[src/design/pwo_config.svh]
/*
 * Pointwise engine configuration
 * Coefficient and memory geometry, and the modulus q = 2^23 - 2^13 + 1
 */
`ifndef PWO_CONFIG_SVH
`define PWO_CONFIG_SVH

// Coefficient value and its slot in a memory word
`define PWO_COEFF_WIDTH 23
`define PWO_SLOT_WIDTH  24

// Coefficients handled per beat, and per polynomial
`define PWO_LANES 4
`define PWO_N     256

// Modulus
`define PWO_Q 23'd8380417

// Word address into the coefficient memory
`define PWO_ADDR_WIDTH 15

`endif

[src/design/pwo_pkg.sv]
/*
 * Pointwise engine types
 * Shared vectors, the operation enum and the structs passed between stages
 */
`include "pwo_config.svh"

package pwo_pkg;

    typedef logic [`PWO_COEFF_WIDTH-1:0]                 coeff_t;
    typedef logic [`PWO_LANES*`PWO_SLOT_WIDTH-1:0]        mem_word_t;
    typedef logic [`PWO_ADDR_WIDTH-1:0]                  mem_addr_t;
    typedef logic [$clog2(`PWO_N/`PWO_LANES)-1:0]        beat_idx_t;

    typedef enum logic [1:0] {
        pwo_mul,
        pwo_add,
        pwo_sub
    } pwo_mode_e;

    typedef struct packed {
        logic      en;
        mem_addr_t addr;
    } mem_req_t;

    typedef struct packed {
        mem_addr_t base_a;
        mem_addr_t base_b;
        mem_addr_t base_c;
    } pwo_bases_t;

    typedef struct packed {
        pwo_mode_e mode;
        logic      add_c;
    } lane_op_t;

    // Rides along with every beat down the pipe
    typedef struct packed {
        logic      valid;
        lane_op_t  op;
        mem_addr_t wr_addr;
    } beat_tag_t;

    typedef struct packed {
        beat_tag_t tag;
        coeff_t    a;
        coeff_t    b;
        coeff_t    c;
    } lane_in_t;

    typedef struct packed {
        beat_tag_t tag;
        coeff_t    res;
    } lane_out_t;

endpackage

[src/design/pwo_lane.sv]
/*
 * Modular arithmetic lane
 * Stage one forms a*b, a+b or a-b+q; stage two reduces mod q
 * and optionally folds in the old c
 */
`timescale 1ns/1ns
`include "pwo_config.svh"

module pwo_lane (
    input  logic                clk,
    input  logic                reset_n,
    input  pwo_pkg::lane_in_t   in_i,
    output pwo_pkg::lane_out_t  out_o
);
    import pwo_pkg::*;

    // One fold step using 2^23 = 2^13 - 1 (mod q)
    function automatic logic [36:0] fold(input logic [45:0] x);
        logic [22:0] hi;
        logic [22:0] lo;
        hi = x[45:23];
        lo = x[22:0];
        return 37'({hi, 13'd0}) + 37'(lo) - 37'(hi);
    endfunction

    // Input is below 2q
    function automatic coeff_t csub(input logic [23:0] v);
        logic [23:0] d;
        d = v - 24'(`PWO_Q);
        return (v >= 24'(`PWO_Q)) ? d[22:0] : v[22:0];
    endfunction

    beat_tag_t    s1_tag_q;
    logic [45:0]  s1_val_d, s1_val_q;
    coeff_t       s1_c_q;
    beat_tag_t    s2_tag_q;
    coeff_t       s2_res_q;
    logic [36:0]  f1, f2, f3;
    coeff_t       red;
    logic [23:0]  sum_c;
    coeff_t       res_d;

    // ====================
    // Stage one
    // ====================
    always_comb begin
        case (in_i.tag.op.mode)
            pwo_mul: s1_val_d = 46'(in_i.a) * 46'(in_i.b);
            pwo_add: s1_val_d = 46'(in_i.a) + 46'(in_i.b);
            pwo_sub: s1_val_d = 46'(in_i.a) + 46'(`PWO_Q) - 46'(in_i.b);
            default: s1_val_d = '0;
        endcase
    end

    // ====================
    // Stage two
    // ====================
    // Three folds bring any product below 2^23 + 2^18, under 2q
    always_comb begin
        f1    = fold(s1_val_q);
        f2    = fold(46'(f1));
        f3    = fold(46'(f2));
        red   = csub(f3[23:0]);
        sum_c = {1'b0, red} + {1'b0, s1_c_q};
        res_d = s1_tag_q.op.add_c ? csub(sum_c) : red;
    end

    always_ff @(posedge clk or negedge reset_n) begin
        if (!reset_n) begin
            s1_tag_q <= '0;
            s2_tag_q <= '0;
        end else begin
            s1_tag_q <= in_i.tag;
            s2_tag_q <= s1_tag_q;
        end
    end

    always_ff @(posedge clk) begin
        s1_val_q <= s1_val_d;
        s1_c_q   <= in_i.c;
        s2_res_q <= res_d;
    end

    assign out_o.tag = s2_tag_q;
    assign out_o.res = s2_res_q;

endmodule

[config.mk]
export PLATFORM = sky130hd
export DESIGN_NAME = pwo_lane
export DESIGN_NICKNAME = d
export VERILOG_FILES = /design/src/design/pwo_pkg.sv /design/src/design/pwo_lane.sv
export VERILOG_INCLUDE_DIRS = /design/src /design/src/design
export SDC_FILE = /design/constraint.sdc
export NUM_CORES = 2
export LEC_CHECK = 0
export BUFFER_PORTS_ARGS = -buffer_cell sky130_fd_sc_hd__buf_4
export CAP_MARGIN = 30
export CORE_MARGIN = 3
export CORE_UTILIZATION = 35
export CTS_CLUSTER_SIZE = 28
export DETAILED_ROUTE_END_ITERATION = 7
export MAX_ROUTING_LAYER = met4
export PLACE_DENSITY_LB_ADDON = 0.08
export SKIP_CTS_REPAIR_TIMING = 1
export SLEW_MARGIN = 5
export SYNTH_ARGS = -nofsm -noshare
export SYNTH_HDL_FRONTEND = slang
export SYNTH_SLANG_ARGS = --single-unit
export TNS_END_PERCENT = 30
[constraint.sdc]
create_clock -name clk -period 11.8 [get_ports clk]
set_input_delay 0.59 -clock clk [delete_from_list [all_inputs] [get_ports clk]]
set_output_delay 0.59 -clock clk [all_outputs]
set_load 0.02 [all_outputs]
==> run summary <==
The count of nets left with antenna violations once routing finished came out at 0. STA puts the critical path data required time at 12.16 ns. For the number of pins with negative max-slew slack in the final report, the log shows 0. By startpoint and endpoint, the worst setup path is classified as flop to flop. The clock drives 130 sinks. For the post-route DRC violation count, the log shows 0. For this block, the routed nets add up to 99100 µm of wire. The part of the cycle the worst path needs was 1.04.

TritonCTS built the clock tree. The later pin in the worst-skew pair is clocked with a latency of 0.47 ns. Number of enable flip-flop cells after synthesis: 0. Yosys attributes the largest share of cell area to sky130_fd_sc_hd__fa_1 29%, sky130_fd_sc_hd__ha_1 16%, sky130_fd_sc_hd__inv_1 8.0%. The min-delay analysis places its worst path in the category input pin to asynchronous set/reset pin.

For the worst setup path, the data arrival time is 12.60 ns. The maximum fanout along the worst path is 7, and the worst-case headroom to the max-slew limit is 0.283. Across the run, the number of max-cap violations was 0. The number of CTS-inserted buffers came out at 17. The number of global-route vias before repair is 27500, and the I/O pin count is 132. The tools report the met2 routing resource usage after global routing as 0.399.

For the count of endpoints failing hold in the final timing report, the log shows 0. The number of iterations in the first detailed-routing pass is 5, and the share of layout cells above drive strength 1 is 0.200. The final worst clock skew is 0.0134 ns, and the total of warnings raised by yosys is 0.

The global-route wire length before repair came out at 156000 µm. Transition time at the pin with the least slew margin: 1.06 ns. The tools report the CTS root buffer as sky130_fd_sc_hd__clkbuf_16.

The tools report the endpoint kind of the worst setup timing path as a flop. Dominant cell type by count on the critical path: sky130_fd_sc_hd__buf_4. Met1 track demand over resource: 0.283.

In the synthesized netlist the dominant register cell turns out to be sky130_fd_sc_hd__dfxtp_1. In the routed layout, each cell is associated on average with a via count of 4.97. The post-synthesis sequential area ratio came out at 0.0903. Entering global routing, the biggest net connects 45 pins.

In this run, placement finished with an instance count of 5257. Library cell with the largest summed area after synthesis: sky130_fd_sc_hd__fa_1. The run gives 5090 as the number of nets in the final layout. Setup repair after global routing could not meet its margin everywhere. Routability-driven placement finished with a final weighted congestion of 0.868.

The count of port buffers added during placement is 131. For this block, the initial DRC count from the detailed router was 1108. For this run, the top clock speed supported by timing is 81.7 MHz.

Subtracting the final worst setup slack from the clock period gives 12.24 ns. The final reports fail on negative setup slack. The number of cells on the worst reg-to-reg path is 60. The cell with the most instances after synthesis was sky130_fd_sc_hd__inv_1.

The largest single stage delay on the critical path is 0.46 ns. Synthesis handed over a netlist of 3683 instances. For the placeable core region, the log shows 87200 µm².

For this run, the number of standard cells in the final layout without fillers is 5324. The die covers 91900 µm². Buffer levels on the longest clock path: 2. For the estimated wirelength of the detail-placed design, the log shows 80400 µm. The floorplan has 108 rows.

Clock-pin slew was measured on the worst setup and hold paths at 0.06 ns. When the netlist entered floorplanning its net count stood at 4619. The flow ran to the end, but the final reports show violations. The average cell area after synthesis was 8.40 µm². Ranked by instance count, the synthesized netlist is headed by 662 x sky130_fd_sc_hd__inv_1, 473 x sky130_fd_sc_hd__nand2_1, 454 x sky130_fd_sc_hd__fa_1. The met3 layer usage reported by global route came out at 0.0175. The count of cell types in the netlist is 95. From bottom edge to top edge, the die measures 303 µm. The worst setup margin came out at -0.436 ns. The die is 303 µm wide. Among all stages on the critical path, the largest delay is contributed by sky130_fd_sc_hd__a221o_2.

Area of the mapped netlist: 30900 µm². STA classifies the critical path startpoint as a flop. The initial core utilization is 0.355.

The top-area cell type share of the netlist area was 0.294. In this run the most used layer during global routing was met2. Setup violations remaining at the end of the flow were counted as 23. The total congestion overflow after global routing is 0. The total routing usage reported by global routing was 0.225; the via count was 26500.

At the placement stage, the worst setup path has a slack of -0.915 ns. The flip-flop and latch count after synthesis was 130; the worst hold margin was 0.125 ns. The average wire per cell in the routed design came out at 18.6 µm. The async set or reset register ratio after synthesis came out at 0.292. Compared with the post-synthesis result, the final layout area differs by 23.2%. The logs give 4 for the level count of the clock H-tree and 2 for the initial antenna violation count.
[cell families (layout without fill, tap and decap cells)]
kind of cell / after synthesis / after routing / synth area share
AND/OR/NAND/NOR: 1053 / 1054 / 0.162
adder cells (fa/ha/maj): 846 / 846 / 0.453
buffers and inverters: 801 / 1284 / 0.0976
AO/OA/AOI/OAI: 615 / 615 / 0.128
XOR/XNOR: 209 / 209 / 0.0592
flip-flops: 130 / 130 / 0.0903
multiplexers: 29 / 29 / 0.0101
other: 0 / 2 / 0
[flip-flops by register name (all words and copies together), names as in the netlist]
signal	flops
s2_res_q	23
s1_c_q	23
s1_tag_q	19
s1_val_q	46
out_o	19
[per-layer routing]
metal / wire [µm] / part of all wire
met1: 44500 / 0.45
met5: 0 / 0
met3: 2690 / 0.027
met4: 1640 / 0.017
met2: 50300 / 0.51
[cell type report]
class	count	area (µm²)
antenna	2	5.00
clock buffer	17	425
clock inverter	15	195
fill	8912	49100
inverter	663	2490
multi-input combinational	2753	26200
sequential	130	2800
tap	1155	1450
timing repair buffer	589	4520
[worst paths after layout]
path / startpoint / to / slack [ns]
setup / recovery: s1_val_q[26]$_DFF_P_ / s2_res_q[4]$_DFF_P_ / -0.44
hold / removal: reset_n / out_o[31]$_DFF_PN0_ / 0.12
setup reg to reg: s1_val_q[26]$_DFF_P_ / s2_res_q[4]$_DFF_P_ / -0.44
hold reg to reg: s1_tag_q[9]$_DFF_PN0_ / out_o[32]$_DFF_PN0_ / 0.35
max in group asynchronous: reset_n / s1_tag_q[14]$_DFF_PN0_ / 11.27
min in group clk: in_i[7] / s1_c_q[7]$_DFF_P_ / 0.22
[cells in the final DEF (no fill, tap or decap), types with 19 or more instances in the layout]
cell type / n
sky130_fd_sc_hd__inv_1: 657
sky130_fd_sc_hd__buf_4: 575
sky130_fd_sc_hd__nand2_1: 468
sky130_fd_sc_hd__fa_1: 450
sky130_fd_sc_hd__ha_1: 368
sky130_fd_sc_hd__nor2_1: 172
sky130_fd_sc_hd__a21oi_1: 152
sky130_fd_sc_hd__and2_1: 131
sky130_fd_sc_hd__xnor2_1: 117
sky130_fd_sc_hd__o21ai_0: 107
sky130_fd_sc_hd__dfxtp_1: 89
sky130_fd_sc_hd__xor2_1: 79
sky130_fd_sc_hd__a21o_1: 69
sky130_fd_sc_hd__nor3_1: 42
sky130_fd_sc_hd__dfrtp_1: 38
sky130_fd_sc_hd__nand3_1: 32
sky130_fd_sc_hd__nand2b_1: 32
sky130_fd_sc_hd__nor2b_1: 32
sky130_fd_sc_hd__o21a_1: 30
sky130_fd_sc_hd__a21oi_2: 25
sky130_fd_sc_hd__o22ai_1: 22
sky130_fd_sc_hd__nand4_1: 19
sky130_fd_sc_hd__ha_4: 19
[metrics by stage]
stage | util | instance area, µm² | TNS (ns)
6_report | 0.437 | 38100 | -8.21
5_1_grt | 0.437 | 38100 | -20.09
4_1_cts | 0.422 | 36800 | -20.51
3_5_place_dp | 0.415 | 36200 | -18.56
3_3_place_gp | 0.415 | 36200 | -17.26
2_1_floorplan | - | 31100 | 0
[worst max-delay path: cells and delay by family, from the launching register on]
kind,cells,cell delay (ns)
AOI/OAI and AO/OA,22,5.50
and+or+nand+nor,17,2.56
adders and majority gates,6,1.57
buffers and inverters,11,1.46
xor gates and xnor gates,3,0.44
DFF,1,0.32
muxes,1,0.26
Power is left out: the tool's default activity adds up to more than one toggle a clock period on the data nets, which glitch-free logic cannot reach.
