**src/design/pwo_config.svh**
```systemverilog
/*
 * Pointwise engine configuration
 * Coefficient and memory geometry, and the modulus q = 2^23 - 2^13 + 1
 */
`ifndef PWO_CONFIG_SVH
`define PWO_CONFIG_SVH

// Coefficient value and its slot in a memory word
`define PWO_COEFF_WIDTH 23
`define PWO_SLOT_WIDTH  24

// Coefficients handled per beat, and per polynomial
`define PWO_LANES 4
`define PWO_N     256

// Modulus
`define PWO_Q 23'd8380417

// Word address into the coefficient memory
`define PWO_ADDR_WIDTH 15

`endif

```
**src/design/pwo_pkg.sv**
```systemverilog
/*
 * Pointwise engine types
 * Shared vectors, the operation enum and the structs passed between stages
 */
`include "pwo_config.svh"

package pwo_pkg;

    typedef logic [`PWO_COEFF_WIDTH-1:0]                 coeff_t;
    typedef logic [`PWO_LANES*`PWO_SLOT_WIDTH-1:0]        mem_word_t;
    typedef logic [`PWO_ADDR_WIDTH-1:0]                  mem_addr_t;
    typedef logic [$clog2(`PWO_N/`PWO_LANES)-1:0]        beat_idx_t;

    typedef enum logic [1:0] {
        pwo_mul,
        pwo_add,
        pwo_sub
    } pwo_mode_e;

    typedef struct packed {
        logic      en;
        mem_addr_t addr;
    } mem_req_t;

    typedef struct packed {
        mem_addr_t base_a;
        mem_addr_t base_b;
        mem_addr_t base_c;
    } pwo_bases_t;

    typedef struct packed {
        pwo_mode_e mode;
        logic      add_c;
    } lane_op_t;

    // Rides along with every beat down the pipe
    typedef struct packed {
        logic      valid;
        lane_op_t  op;
        mem_addr_t wr_addr;
    } beat_tag_t;

    typedef struct packed {
        beat_tag_t tag;
        coeff_t    a;
        coeff_t    b;
        coeff_t    c;
    } lane_in_t;

    typedef struct packed {
        beat_tag_t tag;
        coeff_t    res;
    } lane_out_t;

endpackage

```
**src/design/pwo_ctrl.sv**
```systemverilog
/*
 * Pointwise pass sequencer
 * Issues 64 read beats gated by the sampler strobe, tags each beat,
 * then waits for the matching writes before signalling done
 */
`timescale 1ns/1ns
`include "pwo_config.svh"

module pwo_ctrl (
    input  logic                  clk,
    input  logic                  reset_n,
    input  logic                  enable_i,
    input  pwo_pkg::pwo_mode_e    mode_i,
    input  logic                  accumulate_i,
    input  pwo_pkg::pwo_bases_t   bases_i,
    input  logic                  sampler_valid_i,
    input  logic                  wr_strobe_i,
    output pwo_pkg::mem_req_t     rd_req_a_o,
    output pwo_pkg::mem_req_t     rd_req_b_o,
    output pwo_pkg::mem_req_t     rd_req_c_o,
    output pwo_pkg::beat_tag_t    tag_o,
    output logic                  busy_o,
    output logic                  done_o
);
    import pwo_pkg::*;

    localparam beat_idx_t last_beat = beat_idx_t'(`PWO_N/`PWO_LANES - 1);

    typedef enum logic [1:0] {
        st_idle,
        st_issue,
        st_drain,
        st_finish
    } state_e;

    state_e     state_q, state_d;
    pwo_mode_e  mode_q;
    logic       acc_q;
    pwo_bases_t bases_q;
    beat_idx_t  issue_cnt_q;
    beat_idx_t  wr_cnt_q;
    logic       start;
    logic       issue_fire;
    logic       add_c;

    assign start      = enable_i && !busy_o;
    assign issue_fire = (state_q == st_issue) && sampler_valid_i;
    // Old c is only folded in for an accumulating multiply
    assign add_c      = (mode_q == pwo_mul) && acc_q;

    // ====================
    // State machine
    // ====================
    always_comb begin
        state_d = state_q;
        case (state_q)
            st_idle, st_finish: begin
                state_d = start ? st_issue : st_idle;
            end
            st_issue: begin
                if (issue_fire && issue_cnt_q == last_beat) begin
                    state_d = st_drain;
                end
            end
            st_drain: begin
                if (wr_strobe_i && wr_cnt_q == last_beat) begin
                    state_d = st_finish;
                end
            end
            default: state_d = st_idle;
        endcase
    end

    always_ff @(posedge clk or negedge reset_n) begin
        if (!reset_n) begin
            state_q     <= st_idle;
            mode_q      <= pwo_mul;
            acc_q       <= 1'b0;
            bases_q     <= '0;
            issue_cnt_q <= '0;
            wr_cnt_q    <= '0;
        end else begin
            state_q <= state_d;
            if (start) begin
                mode_q      <= mode_i;
                acc_q       <= accumulate_i;
                bases_q     <= bases_i;
                issue_cnt_q <= '0;
                wr_cnt_q    <= '0;
            end else begin
                if (issue_fire) begin
                    issue_cnt_q <= issue_cnt_q + 1'b1;
                end
                // Writes land while still issuing, so count them in any state
                if (wr_strobe_i) begin
                    wr_cnt_q <= wr_cnt_q + 1'b1;
                end
            end
        end
    end

    // ====================
    // Requests and tag
    // ====================
    always_comb begin
        rd_req_a_o.en   = issue_fire;
        rd_req_a_o.addr = bases_q.base_a + mem_addr_t'(issue_cnt_q);
        rd_req_b_o.en   = issue_fire;
        rd_req_b_o.addr = bases_q.base_b + mem_addr_t'(issue_cnt_q);
        rd_req_c_o.en   = issue_fire && add_c;
        rd_req_c_o.addr = bases_q.base_c + mem_addr_t'(issue_cnt_q);

        tag_o.valid    = issue_fire;
        tag_o.op.mode  = mode_q;
        tag_o.op.add_c = add_c;
        tag_o.wr_addr  = bases_q.base_c + mem_addr_t'(issue_cnt_q);
    end

    assign busy_o = (state_q == st_issue) || (state_q == st_drain);
    assign done_o = (state_q == st_finish);

endmodule

```
**config.mk**
```make
export PLATFORM = sky130hd
export DESIGN_NAME = pwo_ctrl
export DESIGN_NICKNAME = d
export VERILOG_FILES = /design/src/design/pwo_pkg.sv /design/src/design/pwo_ctrl.sv
export VERILOG_INCLUDE_DIRS = /design/src /design/src/design
export SDC_FILE = /design/constraint.sdc
export NUM_CORES = 1
export LEC_CHECK = 0
export ABC_AREA = 1
export ABC_CLOCK_PERIOD_IN_PS = 2390
export BUFFER_PORTS_ARGS = -buffer_cell sky130_fd_sc_hd__buf_2
export CAP_MARGIN = 25
export CORE_MARGIN = 1
export CORE_UTILIZATION = 30
export CTS_BUF_LIST = sky130_fd_sc_hd__clkbuf_8
export DETAILED_ROUTE_END_ITERATION = 8
export MAX_ROUTING_LAYER = met4
export PLACE_DENSITY = 0.47
export SYNTH_ARGS = -nofsm -noshare
export SYNTH_HDL_FRONTEND = slang
export SYNTH_SLANG_ARGS = --single-unit
```
**constraint.sdc**
```tcl
create_clock -name clk -period 2.39 [get_ports clk]
set_input_delay 0.478 -clock clk [delete_from_list [all_inputs] [get_ports clk]]
set_output_delay 0.478 -clock clk [all_outputs]
set_load 0.05 [all_outputs]
```
==> key figures, run 1 <==
Drt
  • Vias per cell: 4.60
  • DRT antenna net count: 0
  • DR WL/cell: 13.8 µm
  • Via count: 4266
  • DR iter-0 viols: 148
  • WL final: 12800 µm
  • # DRC: 0
  • TritonRoute pass-1 iters: 4

Logic synthesis
  • Synth top area share: 36.8%
  • Post-Syn Nets: between 600 and 700
  • Sequential share of the synthesized area: 36.8%
  • Synth area leaders: dfrtp_1, nand2_1, ha_1
  • Post-Syn Area: 0.00422 mm²
  • Mapped Cells: approximately 600
  • Library cells used by synthesis: 28
  • Main synth FF type: dfrtp_1
  • Register bit count reported by yosys: between 60 and 70
  • Leading area contributor after synthesis: dfrtp_1
  • Top-count cell post-synth: nand2_1
  • Synth Warn #: 0
  • FFs w/ async S/R, synth: 100%
  • Top cells by count, synth: nand2_1, dfrtp_1, inv_1
  • Syn avg cell area: 7.01 µm²
  • Post-synth EDFFs: 0

Placement
  • DP HPWL: 8790 µm
  • Worst slack at placement: -86.0 ps
  • IO Port Bufs: 121
  • GPL Wtd Cong: 0.831

Clocking
  • Clock slew at reported path FFs: roughly 80 ps
  • Quantity of hold-fixing buffers added after cts: 0
  • CTS tree: built
  • H-tree depth: 3
  • Root Buffer: clkbuf_8
  • Num CTS Buffers: 9
  • Sink Count: 62
  • Worst-Skew Late Latency: roughly 370 ps
  • Clock Path Buffers: 2

Die
  • Die width: 121 µm
  • Top-Level Pins: 122
  • Initial Utilization: 31.3%
  • Die area: 0.0145 mm²
  • Core footprint: ~0.013 mm²
  • Rows: 42
  • Die Y: 121 µm

Timing
  • Hold Vio Cnt, Final: 0
  • Final-report setup violation count: 45
  • Part of the cycle the worst path needs: 112%
  • Clock skew: 9.56 ps
  • Min cycle time layout: approximately 2700 ps
  • Relative slew slack: roughly two thirds
  • RSZ-0062 raised after global routing: yes
  • Max Clk Rate: 375 MHz
  • Final setup margin: -279 ps
  • Total negative setup slack: -6760 ps
  • Slew @ Worst Pin: 475 ps
  • Max-slew violations: 0

Global routing
  • Largest net degree at the start of global routing: 63
  • Global route total overflow: 0
  • Initial antenna violation count: 0
  • First-pass GRT wire length: 20600 µm
  • Total GRT Usage: between 10% and 20%
  • Vias in the first global route: 4241

Worst setup path
  • Critical Path Fanout Max: 6
  • CP required: approximately 1900 ps
  • Launch point of the worst path: issue_cnt_q[0]
  • R2r startpoint: state_q[0]
  • CP Capture Type: output port
  • Crit path arrival time: 2190 ps
  • Critical path class: flop to output port
  • Startpoint Class: flop

Layout
  • Layout cells sized above 1: between 40% and 50%
  • Area Growth Syn to Fin: 59.2%
  • NumNets Final: 826
  • Antenna diodes: 0
  • Finished Core Util: 49.9%

Run
  • Max_cap viols: 0

Status
  • Failing checks: negative setup slack
  • Status: complete, but fails checks

Power and ir drop
  • Leak Pwr: 3.39 nW
  • Pwr Density: 1520 mW/mm²
  • Maximum vdd ir drop: roughly 0.86 mV

Hold path
  • Worst min-delay path class: input pin to async pin
==> final timing paths <==
check / slack (ps) / cells past startpoint / to
hold reg to reg: 490 / 1 / wr_cnt_q[3]
min in group clk: 300 / 3 / bases_q[32]
max in group asynchronous: 1970 / 2 / issue_cnt_q[0]
setup reg to reg: 770 / 7 / bases_q[7]
hold / removal: 130 / 2 / wr_cnt_q[0]
setup / recovery: -280 / 10 / rd_req_c_o[14]
==> critical path, cell delays in order, from the launching register on <==
cell,delay [ps]
dfrtp_2,500
ha_4,190
fa_2,340
nand2_1,80
nand2_1,70
nand3b_1,140
nand2_4,110
nand3_2,90
nand2_2,60
nand2_4,90
buf_8,140
==> where the power goes <==
group / switching (mW) / internal (mW) / leakage [nW]
combinational: 4.61 / 2.53 / 2.51
clock: 0.441 / 0.529 / 0.110
sequential: 0.575 / 1.52 / 0.771
total: 5.62 / 4.57 / 3.39
==> per-stage QoR <==
stage / hold WS, ps / power (mW) / instances / cell area (µm²)
after floorplan: 182 / 6.48 / 601 / 4380
after CTS: 121 / 9.91 / 919 / 6380
final: 126 / 10.2 / 928 / 6710
after global placement: 472 / 7.55 / 892 / 5210
after detailed placement: 476 / 7.58 / 892 / 5210
after global routing: 133 / 10.9 / 928 / 6710
==> cells in the final DEF, fill, tap and decap left out, types with 4 or more instances in the layout <==
master	n
dfrtp_1	57
buf_4	32
ha_4	16
xor2_2	8
and2_4	4
nand2_4	21
nand3_1	27
nand3_2	16
dfrtp_2	5
nand2_1	180
clkbuf_8	11
xor2_4	7
nand4_1	6
nor3_1	8
inv_1	56
nor2_4	8
ha_1	7
nand2_2	36
or2_1	5
o21ai_0	32
a21oi_1	9
inv_2	4
nand3b_1	4
buf_8	19
buf_2	67
nor2_2	6
buf_6	43
nor2_1	31
==> cell type report <==
class	instances	area, µm²
multi-input cells	449	3110
well taps	176	220
repair buffers	165	1400
flip-flops and latches	62	1560
inverters	60	228
clock inverters	5	48.8
clock buffers	11	151
fillers	1306	6740
==> sequential cells by signal (all words and copies together), names as in the netlist <==
name / count
bases_q: 45
issue_cnt_q: 6
state_q: 2
wr_cnt_q: 6
acc_q: 1
mode_q: 2
==> layer usage <==
layer / track usage [%] / vias up / wire [µm]
met3: 4.43 / 20 / 536
met1: 23.9 / 1992 / 5830
met5: - / - / 0
met2: 30.2 / 100 / 6200
li1: - / 2154 / -
met4: 7.18 / 0 / 242
==> kinds of logic (layout without fill, tap and decap cells) <==
group | Yosys count | in the layout | synth area share, %
AO/OA/AOI/OAI | 49 | 49 | 6.20
XOR/XNOR | 16 | 16 | 3.32
adder cells (fa/ha/maj) | 26 | 26 | 8.25
buffers and inverters | 90 | 241 | 9.88
flip-flops | 62 | 62 | 36.8
AND/OR/NAND/NOR | 358 | 358 | 35.5
==> repair_timing <==
action                     4_1_cts  5_1_grt
resized for setup              225       68
setup endpoints to repair       54       56
pin swaps                       30       39
setup buffers                   12       10
Power figures use the tool's default switching activity.
==> run 2: changes to the inputs <==
ABC_AREA = not set   (was 1)
PLACE_DENSITY = 0.48   (was 0.47)
==> key figures, run 2 <==
Placement
  • DP HPWL: 7260 µm (-17%)
  • Placed insts: 660 (-26%)
  • GPL Wtd Cong: 0.755 (-9.1%)
  • IO Port Bufs: 121 (unchanged)

Global routing
  • Met1 usage: 19.8% (-4.2 points)
  • Busiest grt layer: met2
  • Grt met3 use: 3.66% (-0.77 points)
  • Largest net degree at the start of global routing: 63 (unchanged)
  • Total GRT Usage: 16.0% (-3.1 points)
  • Vias in the first global route: 3221 (-24%)
  • Global route total overflow: 0 (unchanged)
  • Initial antenna violation count: 0 (unchanged)
  • Met2 Use GR: 25.5% (-4.7 points)
  • First-pass GRT wire length: 15700 µm (-24%)

Worst setup path
  • Crit-path leading delay family: compound AO/OA/AOI/OAI gates
  • Crit-path max cell delay: 450 ps (-50 ps)
  • CP Capture Type: output port
  • Buf+Inv Stages, Crit Path: 1 (unchanged)
  • Crit path arrival time: 2360 ps (+170 ps)
  • Critical Path Fanout Max: 4 (-2)
  • Critical path class: flop to output port
  • Reg-to-reg setup timing slack: 670 ps (-100 ps)
  • Startpoint Class: flop
  • CP required: 1910 ps (about the same)
  • R2r startpoint: state_q[0]
  • Worst-path cell chain: ha_4 -> fa_2 -> a211oi_4 -> o21bai_4 -> a211o_1 -> o311ai_4 -> buf_6
  • CP max stage cell: dfrtp_2
  • Launch point of the worst path: issue_cnt_q[0]

Drt
  • DR WL/cell: 14.7 µm (+6.5%)
  • DR iter-0 viols: 79 (-47%)
  • Via count: 3177 (-26%)
  • # DRC: 0 (unchanged)
  • TritonRoute pass-1 iters: 6 (+2)
  • Vias per cell: 4.58 (-0.27%)
  • WL final: 10200 µm (-20%)
  • DRT antenna net count: 0 (unchanged)

Timing
  • Slew @ Worst Pin: 548 ps (+72.1 ps)
  • Final setup margin: -444 ps (-164 ps)
  • Worst Hold Slack: 134 ps (+8.66 ps)
  • Max-slew violations: 0 (unchanged)
  • Min cycle time layout: 2830 ps (+164 ps)
  • Relative slew slack: 63.5% (-4.6 points)
  • RSZ-0062 raised after global routing: yes
  • Final-report setup violation count: 47 (+4.4%)
  • Hold Vio Cnt, Final: 0 (unchanged)
  • Clock skew: 6.32 ps (-3.24 ps)
  • Max Clk Rate: 353 MHz (-5.8%)
  • Part of the cycle the worst path needs: 119% (+6.9 points)
  • Total negative setup slack: -12400 ps (-5640 ps)

Logic synthesis
  • Top cells by count, synth: dfrtp_1, mux2_2, xnor2_1
  • Sequential share of the synthesized area: 40.1% (+3.3 points)
  • Leading area contributor after synthesis: dfrtp_1
  • Mapped Cells: 353 (-41%)
  • FFs w/ async S/R, synth: 100% (unchanged)
  • Main synth FF type: dfrtp_1
  • Library cells used by synthesis: 45 (+61%)
  • Post-synth EDFFs: 0 (unchanged)
  • Post-Syn Nets: 432 (-36%)
  • Synth area leaders: dfrtp_1, mux2_2, ha_1
  • Register bit count reported by yosys: 62 (unchanged)
  • Synth Warn #: 0 (unchanged)
  • Synth top area share: 40.1% (+3.3 points)
  • Post-Syn Area: 0.00386 mm² (-8.3%)
  • Top-count cell post-synth: dfrtp_1
  • Syn avg cell area: 10.9 µm² (+56%)

Layout
  • Antenna diodes: 0 (unchanged)
  • NumNets Final: 596 (-28%)
  • Layout cells sized above 1: 65.8% (+23 points)
  • Most common cell after layout, fill and taps aside: buf_2
  • Fillers: 1106 (-15%)
  • Most frequent cells in the layout: buf_2, buf_6, dfrtp_1
  • Largest regs: bases_q (45), issue_cnt_q (6), wr_cnt_q (6)
  • Area Growth Syn to Fin: 66.2%
  • Biggest register: bases_q
  • Max FFs per register: 45 (unchanged)
  • Finished Layout Cells: 693 (-25%)

Clocking
  • Clock slew at reported path FFs: 70 ps (about the same)
  • H-tree depth: 3 (unchanged)
  • Worst-Skew Late Latency: 340 ps (-30 ps)
  • CTS tree: built
  • Root Buffer: clkbuf_8
  • Sink Count: 62 (unchanged)
  • Num CTS Buffers: 9 (unchanged)
  • Quantity of hold-fixing buffers added after cts: 0 (unchanged)
  • Clock Path Buffers: 2 (unchanged)

Die
  • Top-Level Pins: 122 (unchanged)
  • Rows: 41 (-2.4%)
  • Die area: 0.0133 mm² (-8.2%)
  • Core footprint: 0.0126 mm² (-6.6%)
  • Die Y: 116 µm (-4.2%)
  • Die width: 116 µm (-4.2%)
  • Initial Utilization: 30.8% (-0.58 points)

Status
  • Status: complete, but fails checks
  • Failing checks: negative setup slack

Hold path
  • Worst min-delay path class: input pin to async pin

Run
  • Max_cap viols: 0 (unchanged)
run 2: cell types whose count changed after synthesis, sizes merged, moves of 5 or more:
| cell | previous run | this run |
|---|---|---|
| or2 | 6 | 0 |
| o21ai | 35 | 15 |
| nand2 | 237 | 18 |
| nor2 | 45 | 18 |
| a21oi | 12 | 17 |
| mux2 | 0 | 47 |
| and3 | 0 | 5 |
| inv | 60 | 4 |
| nand3 | 45 | 11 |
| nor3 | 10 | 5 |
| xnor2 | 1 | 29 |
run 2: area by class of cell:
class	count	area (µm²)	share of cell area, %
clock buffer	9	124	1.93
sequential	62	1560	24.2
timing repair buffer	180	1450	22.6
clock inverter	6	25.0	0.389
inverter	5	22.5	0.351
tap	172	215	3.35
multi-input combinational	259	3030	47.2
run 2: worst register-to-register path, cell delays in order (launching register included):
cell	delay, ps
dfrtp_1	370
inv_1	70
ha_1	310
and2_2	180
buf_4	290
mux2_2	400
run 2: stage by stage:
stage / area (µm²) / setup WS [ps] / utilization [%]
finish: 6420 / -444 / 51.1
global route: 6420 / -526 / 51.1
CTS: 6170 / -457 / 49.1
detailed placement: 5260 / -278 / 41.9
global placement: 5260 / -248 / 41.9
floorplan: 4340 / -259 / -
run 2: final timing paths:
path	cells past startpoint	to
max in group asynchronous	2	issue_cnt_q[4]
worst max-delay path	7	rd_req_a_o[8]
worst min register to register	1	acc_q
worst max register to register	5	bases_q[22]
worst min-delay path	2	bases_q[14]
min in group clk	3	bases_q[38]
run 2: cells by family after synthesis:
group / count (synthesis) / share of synthesized area, %
adders and majority gates: 26 / 9.00
and+or+nand+nor: 82 / 11.5
xor gates and xnor gates: 44 / 9.97
DFF: 62 / 40.1
AOI/OAI and AO/OA: 56 / 9.26
buffers and inverters: 32 / 5.44
muxes: 51 / 14.7
run 2: what timing repair did:
item,4_1_cts,5_1_grt
pin swaps,52,27
setup endpoints to repair,52,55
buffers inserted,11,7
gates resized for setup,167,41
run 2: metal layers:
| layer | routed length [µm] | up-vias | share of wire (%) |
|---|---|---|---|
| met3 | 469 | 16 | 4.6 |
| met1 | 4540 | 1514 | 45 |
| met4 | 183 | 0 | 1.8 |
| li1 | - | 1564 | - |
| met2 | 5000 | 83 | 49 |
| met5 | 0 | - | 0 |
Power of run 2 is not shown: default switching activity piles up to over one toggle a cycle in this logic, so the estimate is an artifact.
