**src/design/pwo_config.svh**
```systemverilog
/*
 * Pointwise engine configuration
 * Coefficient and memory geometry, and the modulus q = 2^23 - 2^13 + 1
 */
`ifndef PWO_CONFIG_SVH
`define PWO_CONFIG_SVH

// Coefficient value and its slot in a memory word
`define PWO_COEFF_WIDTH 23
`define PWO_SLOT_WIDTH  24

// Coefficients handled per beat, and per polynomial
`define PWO_LANES 4
`define PWO_N     256

// Modulus
`define PWO_Q 23'd8380417

// Word address into the coefficient memory
`define PWO_ADDR_WIDTH 15

`endif

```
**src/design/pwo_pkg.sv**
```systemverilog
/*
 * Pointwise engine types
 * Shared vectors, the operation enum and the structs passed between stages
 */
`include "pwo_config.svh"

package pwo_pkg;

    typedef logic [`PWO_COEFF_WIDTH-1:0]                 coeff_t;
    typedef logic [`PWO_LANES*`PWO_SLOT_WIDTH-1:0]        mem_word_t;
    typedef logic [`PWO_ADDR_WIDTH-1:0]                  mem_addr_t;
    typedef logic [$clog2(`PWO_N/`PWO_LANES)-1:0]        beat_idx_t;

    typedef enum logic [1:0] {
        pwo_mul,
        pwo_add,
        pwo_sub
    } pwo_mode_e;

    typedef struct packed {
        logic      en;
        mem_addr_t addr;
    } mem_req_t;

    typedef struct packed {
        mem_addr_t base_a;
        mem_addr_t base_b;
        mem_addr_t base_c;
    } pwo_bases_t;

    typedef struct packed {
        pwo_mode_e mode;
        logic      add_c;
    } lane_op_t;

    // Rides along with every beat down the pipe
    typedef struct packed {
        logic      valid;
        lane_op_t  op;
        mem_addr_t wr_addr;
    } beat_tag_t;

    typedef struct packed {
        beat_tag_t tag;
        coeff_t    a;
        coeff_t    b;
        coeff_t    c;
    } lane_in_t;

    typedef struct packed {
        beat_tag_t tag;
        coeff_t    res;
    } lane_out_t;

endpackage

```
**src/design/pwo_operand_unpack.sv**
```systemverilog
/*
 * Operand unpacker
 * Lines the beat tag up with returned memory data and splits
 * each word into per-lane coefficients
 */
`timescale 1ns/1ns
`include "pwo_config.svh"

module pwo_operand_unpack (
    input  logic                                  clk,
    input  logic                                  reset_n,
    input  pwo_pkg::beat_tag_t                    tag_i,
    input  pwo_pkg::mem_word_t                    rd_data_a_i,
    input  pwo_pkg::mem_word_t                    rd_data_b_i,
    input  pwo_pkg::mem_word_t                    rd_data_c_i,
    output pwo_pkg::lane_in_t [`PWO_LANES-1:0]    lane_o
);
    import pwo_pkg::*;

    beat_tag_t                  tag_d1_q;
    beat_tag_t                  tag_d2_q;
    coeff_t [`PWO_LANES-1:0]    a_q;
    coeff_t [`PWO_LANES-1:0]    b_q;
    coeff_t [`PWO_LANES-1:0]    c_q;

    // Memory answers one cycle after the request, so hold the tag one extra
    always_ff @(posedge clk or negedge reset_n) begin
        if (!reset_n) begin
            tag_d1_q <= '0;
            tag_d2_q <= '0;
        end else begin
            tag_d1_q <= tag_i;
            tag_d2_q <= tag_d1_q;
        end
    end

    // Slot pad bit is dropped here
    always_ff @(posedge clk) begin
        for (int i = 0; i < `PWO_LANES; i++) begin
            a_q[i] <= rd_data_a_i[i*`PWO_SLOT_WIDTH +: `PWO_COEFF_WIDTH];
            b_q[i] <= rd_data_b_i[i*`PWO_SLOT_WIDTH +: `PWO_COEFF_WIDTH];
            c_q[i] <= rd_data_c_i[i*`PWO_SLOT_WIDTH +: `PWO_COEFF_WIDTH];
        end
    end

    always_comb begin
        for (int i = 0; i < `PWO_LANES; i++) begin
            lane_o[i].tag = tag_d2_q;
            lane_o[i].a   = a_q[i];
            lane_o[i].b   = b_q[i];
            lane_o[i].c   = c_q[i];
        end
    end

endmodule

```
**config.mk**
```make
export PLATFORM = sky130hd
export DESIGN_NAME = pwo_operand_unpack
export DESIGN_NICKNAME = d
export VERILOG_FILES = /design/src/design/pwo_pkg.sv /design/src/design/pwo_operand_unpack.sv
export VERILOG_INCLUDE_DIRS = /design/src /design/src/design
export SDC_FILE = /design/constraint.sdc
export NUM_CORES = 1
export LEC_CHECK = 0
export BUFFER_PORTS_ARGS = -buffer_cell sky130_fd_sc_hd__buf_2
export CORE_AREA = 2 2 257 259
export DETAILED_ROUTE_END_ITERATION = 16
export DIE_AREA = 0 0 259 261
export PLACE_DENSITY = 0.44
export SLEW_MARGIN = 10
export SYNTH_ARGS = -nofsm -noshare
export SYNTH_HDL_FRONTEND = slang
export SYNTH_SLANG_ARGS = --single-unit
```
**constraint.sdc**
```tcl
create_clock -name clk -period 0.9 [get_ports clk]
set_clock_uncertainty 0.1 [all_clocks]
set_input_delay 0.18 -clock clk [delete_from_list [all_inputs] [get_ports clk]]
set_output_delay 0.18 -clock clk [all_outputs]
set_load 0.01 [all_outputs]
```
==> results.json, run 1 <==
{
  "outcome": "finished with violations",
  "violations": "negative setup slack",
  "crit_type": "register to primary output",
  "num-multi-input-gates": 0,
  "antenna_cells": 0,
  "placement.io_buffers": 648,
  "syn_avg_cell_area_um2": 18.6,
  "die-area_um2": 67600,
  "rr_endpoint": "lane_o[84]",
  "num_vias": 6343,
  "gr-usage-all-layers": 0.0795,
  "post-place-ws_ns": 0.0196,
  "max_freq_mhz": 711,
  "cap_viol_max_count": 0,
  "min_period_ns": 1.41,
  "yosysWarnings": 0,
  "fin_area_um2": 16100,
  "worstPathCellList": "buf_6",
  "cts_setup_buffers": 0,
  "mostFrequentLayoutCell": "buf_2",
  "cp_num_buf_inv": 1,
  "antenna_found_initial": 9,
  "rrSetupSlack_ns": 0.31,
  "place_area_um2": 10800,
  "viasPerCell": 2.90,
  "power-per-cell-area_nw_per_um2": 2050,
  "synth_cell_types": 3,
  "syn_to_final_growth_pct": 133,
  "nNetsFinal": 1605,
  "start_util": 0.106,
  "crit_arrival_ns": 1.13,
  "die_w_um": 259,
  "drc_errors": 0,
  "synthCells": 371,
  "slowest_stage": "dfrtp_2",
  "place_hpwl_um": 20000,
  "cpPeakStageDelay_ns": 0.46,
  "path_delay_family": "flip-flops",
  "wl_per_cell_um": 13.7,
  "cts_tree": "built",
  "setup_viol": 352,
  "routed_wl_um": 29900,
  "hold_viol_final": 0,
  "gr-total-overflow": 0,
  "required_ns": 0.62,
  "final_cell_mix": "491 x buf_2, 296 x dlygate4sd3_1, 157 x buf_6, 144 x dfxtp_2, 132 x dfxtp_1",
  "grt_pass1_wl_um": 39800,
  "ys_ff_latch": 314,
  "firstDrtPassIters": 4,
  "ant_nets": 0,
  "io_pins": 661,
  "slew_viol_final": 0,
  "row_count": 94,
  "cp-end-kind": "primary output",
  "setup_tns_ns": -127.27,
  "grt_pass1_vias": 6878,
  "die_height_um": 261,
  "cts-root-buf": "clkbuf_16",
  "grt_max_degree": 39,
  "synth_nets": 680,
  "cts_buffers": 35,
  "synth-seq-area-share": 0.938,
  "clkLatencyLatePin_ns": 0.52,
  "cts_sinks": 314,
  "leakage_uw": 0.00749,
  "synth_area_um2": 6900,
  "setup_slack_ns": -0.507,
  "rsz0062_at_grt": "yes",
  "worstMarginPinSlew_ns": 0.217,
  "crit_path_max_fanout": 4,
  "clkTransAtPathRegs_ns": 0.06,
  "yosys.area.top_type": "dfxtp_1",
  "hold_class": "input pin to asynchronous set/reset pin",
  "reg2reg_depth": 0,
  "period_share": 1.56,
  "fillers": 6697,
  "cts_buffer_depth": 3,
  "relSlewSlack": 0.855,
  "drive_gt1_frac": 0.646,
  "timing.rr.start": "tag_d1_q[15]",
  "synth.top_cell.area_share": 0.800,
  "core_area_um2": 65000,
  "multi_input_area_um2": 0,
  "htreeDepth": 2,
  "drt_iter0_markers": 146,
  "place.gp.congestion": 0.848,
  "ir_drop_mv": 1.50,
  "synthTopCellsByArea": "dfxtp_1 80%, dfrtp_1 14%, buf_4 6.2%",
  "start_kind": "register"
}
## worst max-delay path by stage
stage                           from           to  depth (start not counted)
final                     lane_o[81]  lane_o[169]                          1
after global placement    lane_o[81]  lane_o[345]                          1
after floorplan           lane_o[69]  lane_o[157]                          1
after detailed placement  lane_o[81]  lane_o[169]                          1
after CTS                 lane_o[69]  lane_o[333]                          1
after global routing      lane_o[69]  lane_o[157]                          1
## sequential cells by signal, summed over array words and instances (netlist names)
register	count
tag_d1_q	19
lane_o	295
## power by group
part | total, uW | internal, uW | switching, uW | leakage, uW
combinational | 3520 | 2240 | 1280 | 0.00413
sequential | 15100 | 14700 | 336 | 0.00277
clock | 14500 | 8670 | 5810 | 0.000587
total | 33100 | 25700 | 7420 | 0.00749
## metrics by stage
step / power (uW) / cells / hold slack, ns / util
floorplan: 15800 / 371 / -0.216 / -
finish: 33100 / 2185 / 0.0666 / 0.248
detailed placement: 17300 / 1827 / 0.0692 / 0.166
global route: 34600 / 2185 / 0.0469 / 0.248
CTS: 33400 / 2185 / 0.0172 / 0.239
global placement: 17300 / 1827 / 0.0697 / 0.166
## routing by layer
layer	GRT usage	vias up	wire (um)
met1	0.0741	2907	9770
met2	0.146	408	15700
met4	0.0422	10	1230
met3	0.0350	74	3120
met5	0	-	74
li1	-	2944	-
## final cells by class
class	instances	area, um2	share of cell area
clock buffer	48	1040	0.0643
clock inverter	14	135	0.00838
sequential	314	6660	0.413
tap	864	1080	0.0671
timing repair buffer	945	7210	0.447
## Yosys cell counts (all sizes together)
| cell type | count |
|---|---|
| dfrtp | 38 |
| buf | 57 |
| dfxtp | 276 |
## cells by family after synthesis
group / Yosys count / synth area share
buffers and inverters: 57 / 0.0620
DFF: 314 / 0.938
## repair_timing
item	CTS	global route
hold endpoints to repair	333	0
hold buffers	296	0
endpoints found under the setup margin	352	352
gates resized for setup	162	158
(Power assumes the default switching activity.)
==> run 2: changes to the inputs <==
--- a/config.mk
+++ b/config.mk
@@ -10,6 +10,7 @@
 export CORE_AREA = 2 2 257 259
 export DETAILED_ROUTE_END_ITERATION = 16
 export DIE_AREA = 0 0 259 261
+export GPL_TIMING_DRIVEN = 0
 export PLACE_DENSITY = 0.44
 export SLEW_MARGIN = 10
 export SYNTH_ARGS = -nofsm -noshare
==> constraint.sdc (replaced) <==
create_clock -name clk -period 1.4 [get_ports clk]
set_clock_uncertainty 0.1 [all_clocks]
set_input_delay 0.28 -clock clk [delete_from_list [all_inputs] [get_ports clk]]
set_output_delay 0.28 -clock clk [all_outputs]
set_load 0.01 [all_outputs]
==> run 2 against run 1 <==
The run still ends with negative setup slack left. Die area did not move. Sequential power down 36%. Sequential share of layout area fell by 2.4 points. Clock power shrank 33%. Setup slack improved by 0.29 ns. Worst hold slack improved by 0.18 ns. Wire length is 5.2% higher. First-iteration DRC count increased by 38%.
==> results.json, run 2 (synthesis gave the netlist of run 1 again) <==
{
  "largest_reg_flops": 295,
  "ir_drop_mv": 0.957,
  "row_count": 94,
  "leakage_uw": 0.00796,
  "clkTransAtPathRegs_ns": 0.06,
  "die_w_um": 259,
  "setup_tns_ns": -13.13,
  "cts_buffer_depth": 3,
  "rsz0062_at_grt": "yes",
  "ant_nets": 0,
  "cts_buffers": 36,
  "grt_pass1_vias": 7296,
  "num-multi-input-gates": 0,
  "clkLatencyLatePin_ns": 0.53,
  "rrSetupSlack_ns": 0.81,
  "syn_to_final_growth_pct": 150,
  "gr-usage-all-layers": 0.0842,
  "rr_endpoint": "lane_o[70]",
  "hold_path_depth": 0,
  "start_kind": "register",
  "grt_max_degree": 39,
  "hold_start": "tag_d1_q[10]",
  "relSlewSlack": 0.413,
  "firstDrtPassIters": 4,
  "reg2reg_depth": 0,
  "cts_setup_buffers": 0,
  "drive_gt1_frac": 0.674,
  "cts_sinks": 314,
  "dpl.cell_count": 1883,
  "drt_iter0_markers": 202,
  "required_ns": 1.02,
  "nNetsFinal": 1662,
  "core_area_um2": 65000,
  "cts_tree": "built",
  "cp-end-kind": "primary output",
  "die_height_um": 261,
  "setup_slack_ns": -0.221,
  "place.gp.congestion": 0.869,
  "drc_errors": 0,
  "power_uw": 22000,
  "place_hpwl_um": 20400,
  "worstMarginPinSlew_ns": 0.881,
  "htreeDepth": 2,
  "timing.rr.start": "tag_d1_q[1]",
  "cts-root-buf": "clkbuf_16",
  "cap_viol_max_count": 0,
  "crit_arrival_ns": 1.24,
  "die-area_um2": 67600,
  "fin_cells": 2243,
  "min_period_ns": 1.62,
  "start_util": 0.106,
  "gr-total-overflow": 0,
  "whs_endpoint": "lane_o[79]",
  "max_freq_mhz": 617,
  "antenna_found_initial": 3,
  "slew_viol_final": 0,
  "crit_path_max_fanout": 4,
  "routed_wl_um": 31500,
  "antenna_cells": 0,
  "io_pins": 661,
  "placement.io_buffers": 648,
  "fillers": 6593,
  "crit_type": "register to primary output",
  "period_share": 1.16,
  "outcome": "finished with violations",
  "setup_viol": 76,
  "viasPerCell": 2.94,
  "power-per-cell-area_nw_per_um2": 1270,
  "hold_class": "register to register",
  "hold_slack_ns": 0.247,
  "wl_per_cell_um": 14.0,
  "final_cell_mix": "424 x buf_2, 296 x dlygate4sd3_1, 274 x buf_6, 144 x dfxtp_2, 126 x dfxtp_1",
  "num_vias": 6591,
  "multi_input_area_um2": 0,
  "violations": "negative setup slack",
  "grt_pass1_wl_um": 42300,
  "hold_viol_final": 0,
  "finalCoreUtilization": 0.265,
  "mostFrequentLayoutCell": "buf_2"
}
-- run 2: cell count changes in the layout (fill, tap and decap cells not counted), moves of 4 or more --
cell     previous run  this run
buf_6             157       274
buf_2             491       424
dfrtp_1            36        20
dfrtp_2             2        18
dfxtp_1           132       126
dfxtp_4             0         6
buf_4               0         4
-- run 2: per-stage QoR --
step | setup slack, ns | instance area [um2]
after detailed placement | 0.219 | 11200
final | -0.221 | 17200
after global routing | -0.287 | 17200
after CTS | -0.264 | 16400
after floorplan | 0.454 | 6900
after global placement | 0.258 | 11200
-- run 2: what timing repair did --
| action | CTS | global route |
|---|---|---|
| hold endpoints to repair | 333 | 0 |
| endpoints found under the setup margin | 156 | 286 |
| hold buffers | 296 | 0 |
| resized for setup | 255 | 223 |
-- run 2: worst max-delay path by stage --
stage                           from            to  slack (ns)  depth (start not counted)
final                     lane_o[83]   lane_o[259]       -0.22                          2
after global routing      lane_o[79]   lane_o[255]       -0.29                          2
after CTS                 lane_o[81]   lane_o[169]       -0.26                          2
after detailed placement     reset_n   tag_d1_q[5]        0.22                          1
after global placement       reset_n  tag_d1_q[12]        0.26                          1
after floorplan           lane_o[69]   lane_o[157]        0.45                          1
-- run 2: power breakdown --
part	internal, uW	switching [uW]
sequential	9480	251
clock	5820	3850
combinational	1700	865
total	17000	4960
-- run 2: layer usage --
layer	global-route usage	part of all wire
met1	0.0787	0.32
met3	0.0421	0.11
met5	0	0.0013
met2	0.153	0.53
met4	0.0395	0.039
-- run 2: layout make-up --
cell class / instances / area (um2) / share of cell area
clock buffer: 50 / 1050 / 0.0607
clock inverter: 14 / 169 / 0.00980
sequential: 314 / 6700 / 0.389
timing repair buffer: 944 / 7620 / 0.442
buffer: 57 / 627 / 0.0364
tap: 864 / 1080 / 0.0627
-- run 2: critical path: stages, from the launching register on --
cell	delay (ns)
dfrtp_2	0.46
buf_6	0.14
buf_6	0.11
==> run 3: changes to the inputs <==
--- a/config.mk
+++ b/config.mk
@@ -7,6 +7,7 @@
 export NUM_CORES = 1
 export LEC_CHECK = 0
 export BUFFER_PORTS_ARGS = -buffer_cell sky130_fd_sc_hd__buf_2
+export CAP_MARGIN = 20
 export CORE_AREA = 2 2 257 259
 export DETAILED_ROUTE_END_ITERATION = 16
 export DIE_AREA = 0 0 259 261
==> constraint.sdc (replaced) <==
create_clock -name clk -period 1.8 [get_ports clk]
set_clock_uncertainty 0.1 [all_clocks]
set_input_delay 0.36 -clock clk [delete_from_list [all_inputs] [get_ports clk]]
set_output_delay 0.36 -clock clk [all_outputs]
set_load 0.01 [all_outputs]
==> run 3 against run 2 <==
The run now ends clean. Critical path depth did not move. Largest power group is now clock. Sequential cell count unchanged. Global-route usage fell by 0.43 points. Critical path type unchanged. Design area shrank 11%. Register-to-register slack better by 0.41 ns.
==> results.json, run 3 (synthesis gave the netlist of run 1 again) <==
{
  "clkLatencyLatePin_ns": 0.53,
  "seqCellArea_um2": 6480,
  "largest_reg_flops": 295,
  "required_ns": 1.34,
  "die_height_um": 261,
  "nNetsFinal": 1662,
  "placement.io_buffers": 648,
  "num-multi-input-gates": 0,
  "hold_start": "tag_d1_q[6]",
  "die_w_um": 259,
  "viasPerCell": 2.90,
  "place.gp.congestion": 0.869,
  "hold_class": "register to register",
  "worstMarginPinSlew_ns": 0.891,
  "cts-resized-gates": 0,
  "min_period_ns": 1.72,
  "grt_max_degree": 39,
  "grt_pass1_vias": 7051,
  "rr_endpoint": "lane_o[80]",
  "crit_type": "register to primary output",
  "leakage_uw": 0.00743,
  "wl_per_cell_um": 13.0,
  "mostFrequentLayoutCell": "buf_2",
  "hold_path_depth": 0,
  "slowest_stage": "dfrtp_1",
  "cts_buffer_depth": 3,
  "fillers": 6799,
  "start_util": 0.106,
  "drt_iter0_markers": 242,
  "crit_path_max_fanout": 4,
  "drive_gt1_frac": 0.553,
  "die-area_um2": 67600,
  "antenna_found_initial": 4,
  "cts_tree": "built",
  "syn_to_final_growth_pct": 123,
  "cpPeakStageDelay_ns": 0.45,
  "hold_viol_final": 0,
  "multi_input_area_um2": 0,
  "io_pins": 661,
  "cap_viol_max_count": 0,
  "gr-usage-all-layers": 0.0798,
  "finalCoreUtilization": 0.237,
  "setup_viol": 0,
  "gr-total-overflow": 0,
  "ir_drop_mv": 0.763,
  "htreeDepth": 2,
  "whs_endpoint": "lane_o[75]",
  "routed_wl_um": 29300,
  "max_freq_mhz": 580,
  "worstPathCellList": "buf_4 -> buf_2",
  "slew_viol_final": 0,
  "clkTransAtPathRegs_ns": 0.05,
  "row_count": 94,
  "timing.rr.start": "tag_d1_q[11]",
  "ant_nets": 0,
  "num_vias": 6514,
  "rsz0062_at_grt": "no",
  "cts_buffers": 36,
  "crit_arrival_ns": 1.26,
  "relSlewSlack": 0.406,
  "firstDrtPassIters": 4,
  "period_share": 0.958,
  "place_hpwl_um": 20400,
  "start_kind": "register",
  "cp-end-kind": "primary output",
  "drc_errors": 0,
  "final_cell_mix": "648 x buf_2, 296 x dlygate4sd3_1, 276 x dfxtp_1, 57 x buf_4",
  "power-per-cell-area_nw_per_um2": 1080,
  "cts_sinks": 314,
  "grt_pass1_wl_um": 40000,
  "outcome": "finished clean",
  "setup_tns_ns": 0,
  "reg2reg_depth": 0,
  "cts-root-buf": "clkbuf_16",
  "core_area_um2": 65000,
  "rrSetupSlack_ns": 1.22
}
[run 3: cell types whose count changed in the layout (fill, tap and decap cells not counted), moves of 6 or more]
cell     previous run  this run
dfrtp_1            20        38
buf_6             274         0
buf_4               4        57
dfrtp_2            18         0
buf_2             424       648
dfxtp_1           126       276
dfxtp_4             6         0
dfxtp_2           144         0
[run 3: worst max path at each step]
stage,startpoint,end,slack (ns),cells past startpoint
global route,lane_o[81],lane_o[257],0.00005,2
CTS,lane_o[81],lane_o[169],0.02,2
floorplan,lane_o[69],lane_o[157],0.77,1
global placement,reset_n,tag_d1_q[12],0.58,1
detailed placement,reset_n,tag_d1_q[5],0.54,1
finish,lane_o[74],lane_o[250],0.08,2
[run 3: area by class of cell]
cell class,count,share of cell area
Timing Repair Buffer,944,0.403
Buffer,57,0.0278
Antenna cell,4,0.000649
Sequential cell,314,0.420
Clock buffer,50,0.0679
Clock inverter,14,0.0110
Tap cell,864,0.0701
[run 3: worst max-delay path: cells and delay by family (launching register included)]
| family | cells | cell delay, ns |
|---|---|---|
| buf+inv | 2 | 0.29 |
| flops | 1 | 0.45 |
[run 3: stage by stage]
stage / total power, uW / area, um2 / hold WS, ns / worst slack [ns] / std cells
detailed placement: 8730 / 11200 / 0.235 / 0.539 / 1883
global route: 17400 / 15400 / 0.248 / 0.0000452 / 2243
floorplan: 7910 / 6900 / -0.0356 / 0.774 / 371
finish: 16600 / 15400 / 0.246 / 0.0753 / 2247
global placement: 8730 / 11200 / 0.232 / 0.578 / 1883
CTS: 17000 / 15400 / 0.248 / 0.0184 / 2243
[run 3: routing by layer]
| layer | track usage | vias to the layer above | wire length, um | share of wire |
|---|---|---|---|---|
| met3 | 0.0388 | 57 | 3200 | 0.11 |
| met4 | 0.0387 | 2 | 1030 | 0.035 |
| li1 | - | 3064 | - | - |
| met5 | 0 | - | 8 | 0.00027 |
| met2 | 0.145 | 393 | 15200 | 0.52 |
| met1 | 0.0751 | 2998 | 9880 | 0.34 |
[run 3: report_power, final]
part / leakage [uW] / internal [uW] / total, uW / switching (uW)
registers: 0.00277 / 7340 / 7470 / 133
clock network: 0.000599 / 4530 / 7510 / 2990
logic: 0.00406 / 986 / 1620 / 639
total: 0.00743 / 12900 / 16600 / 3760
[run 3: timing repair]
item | CTS | global route
endpoints found under the hold margin | 333 | 0
buffers inserted | 0 | 0
hold buffers | 296 | 0
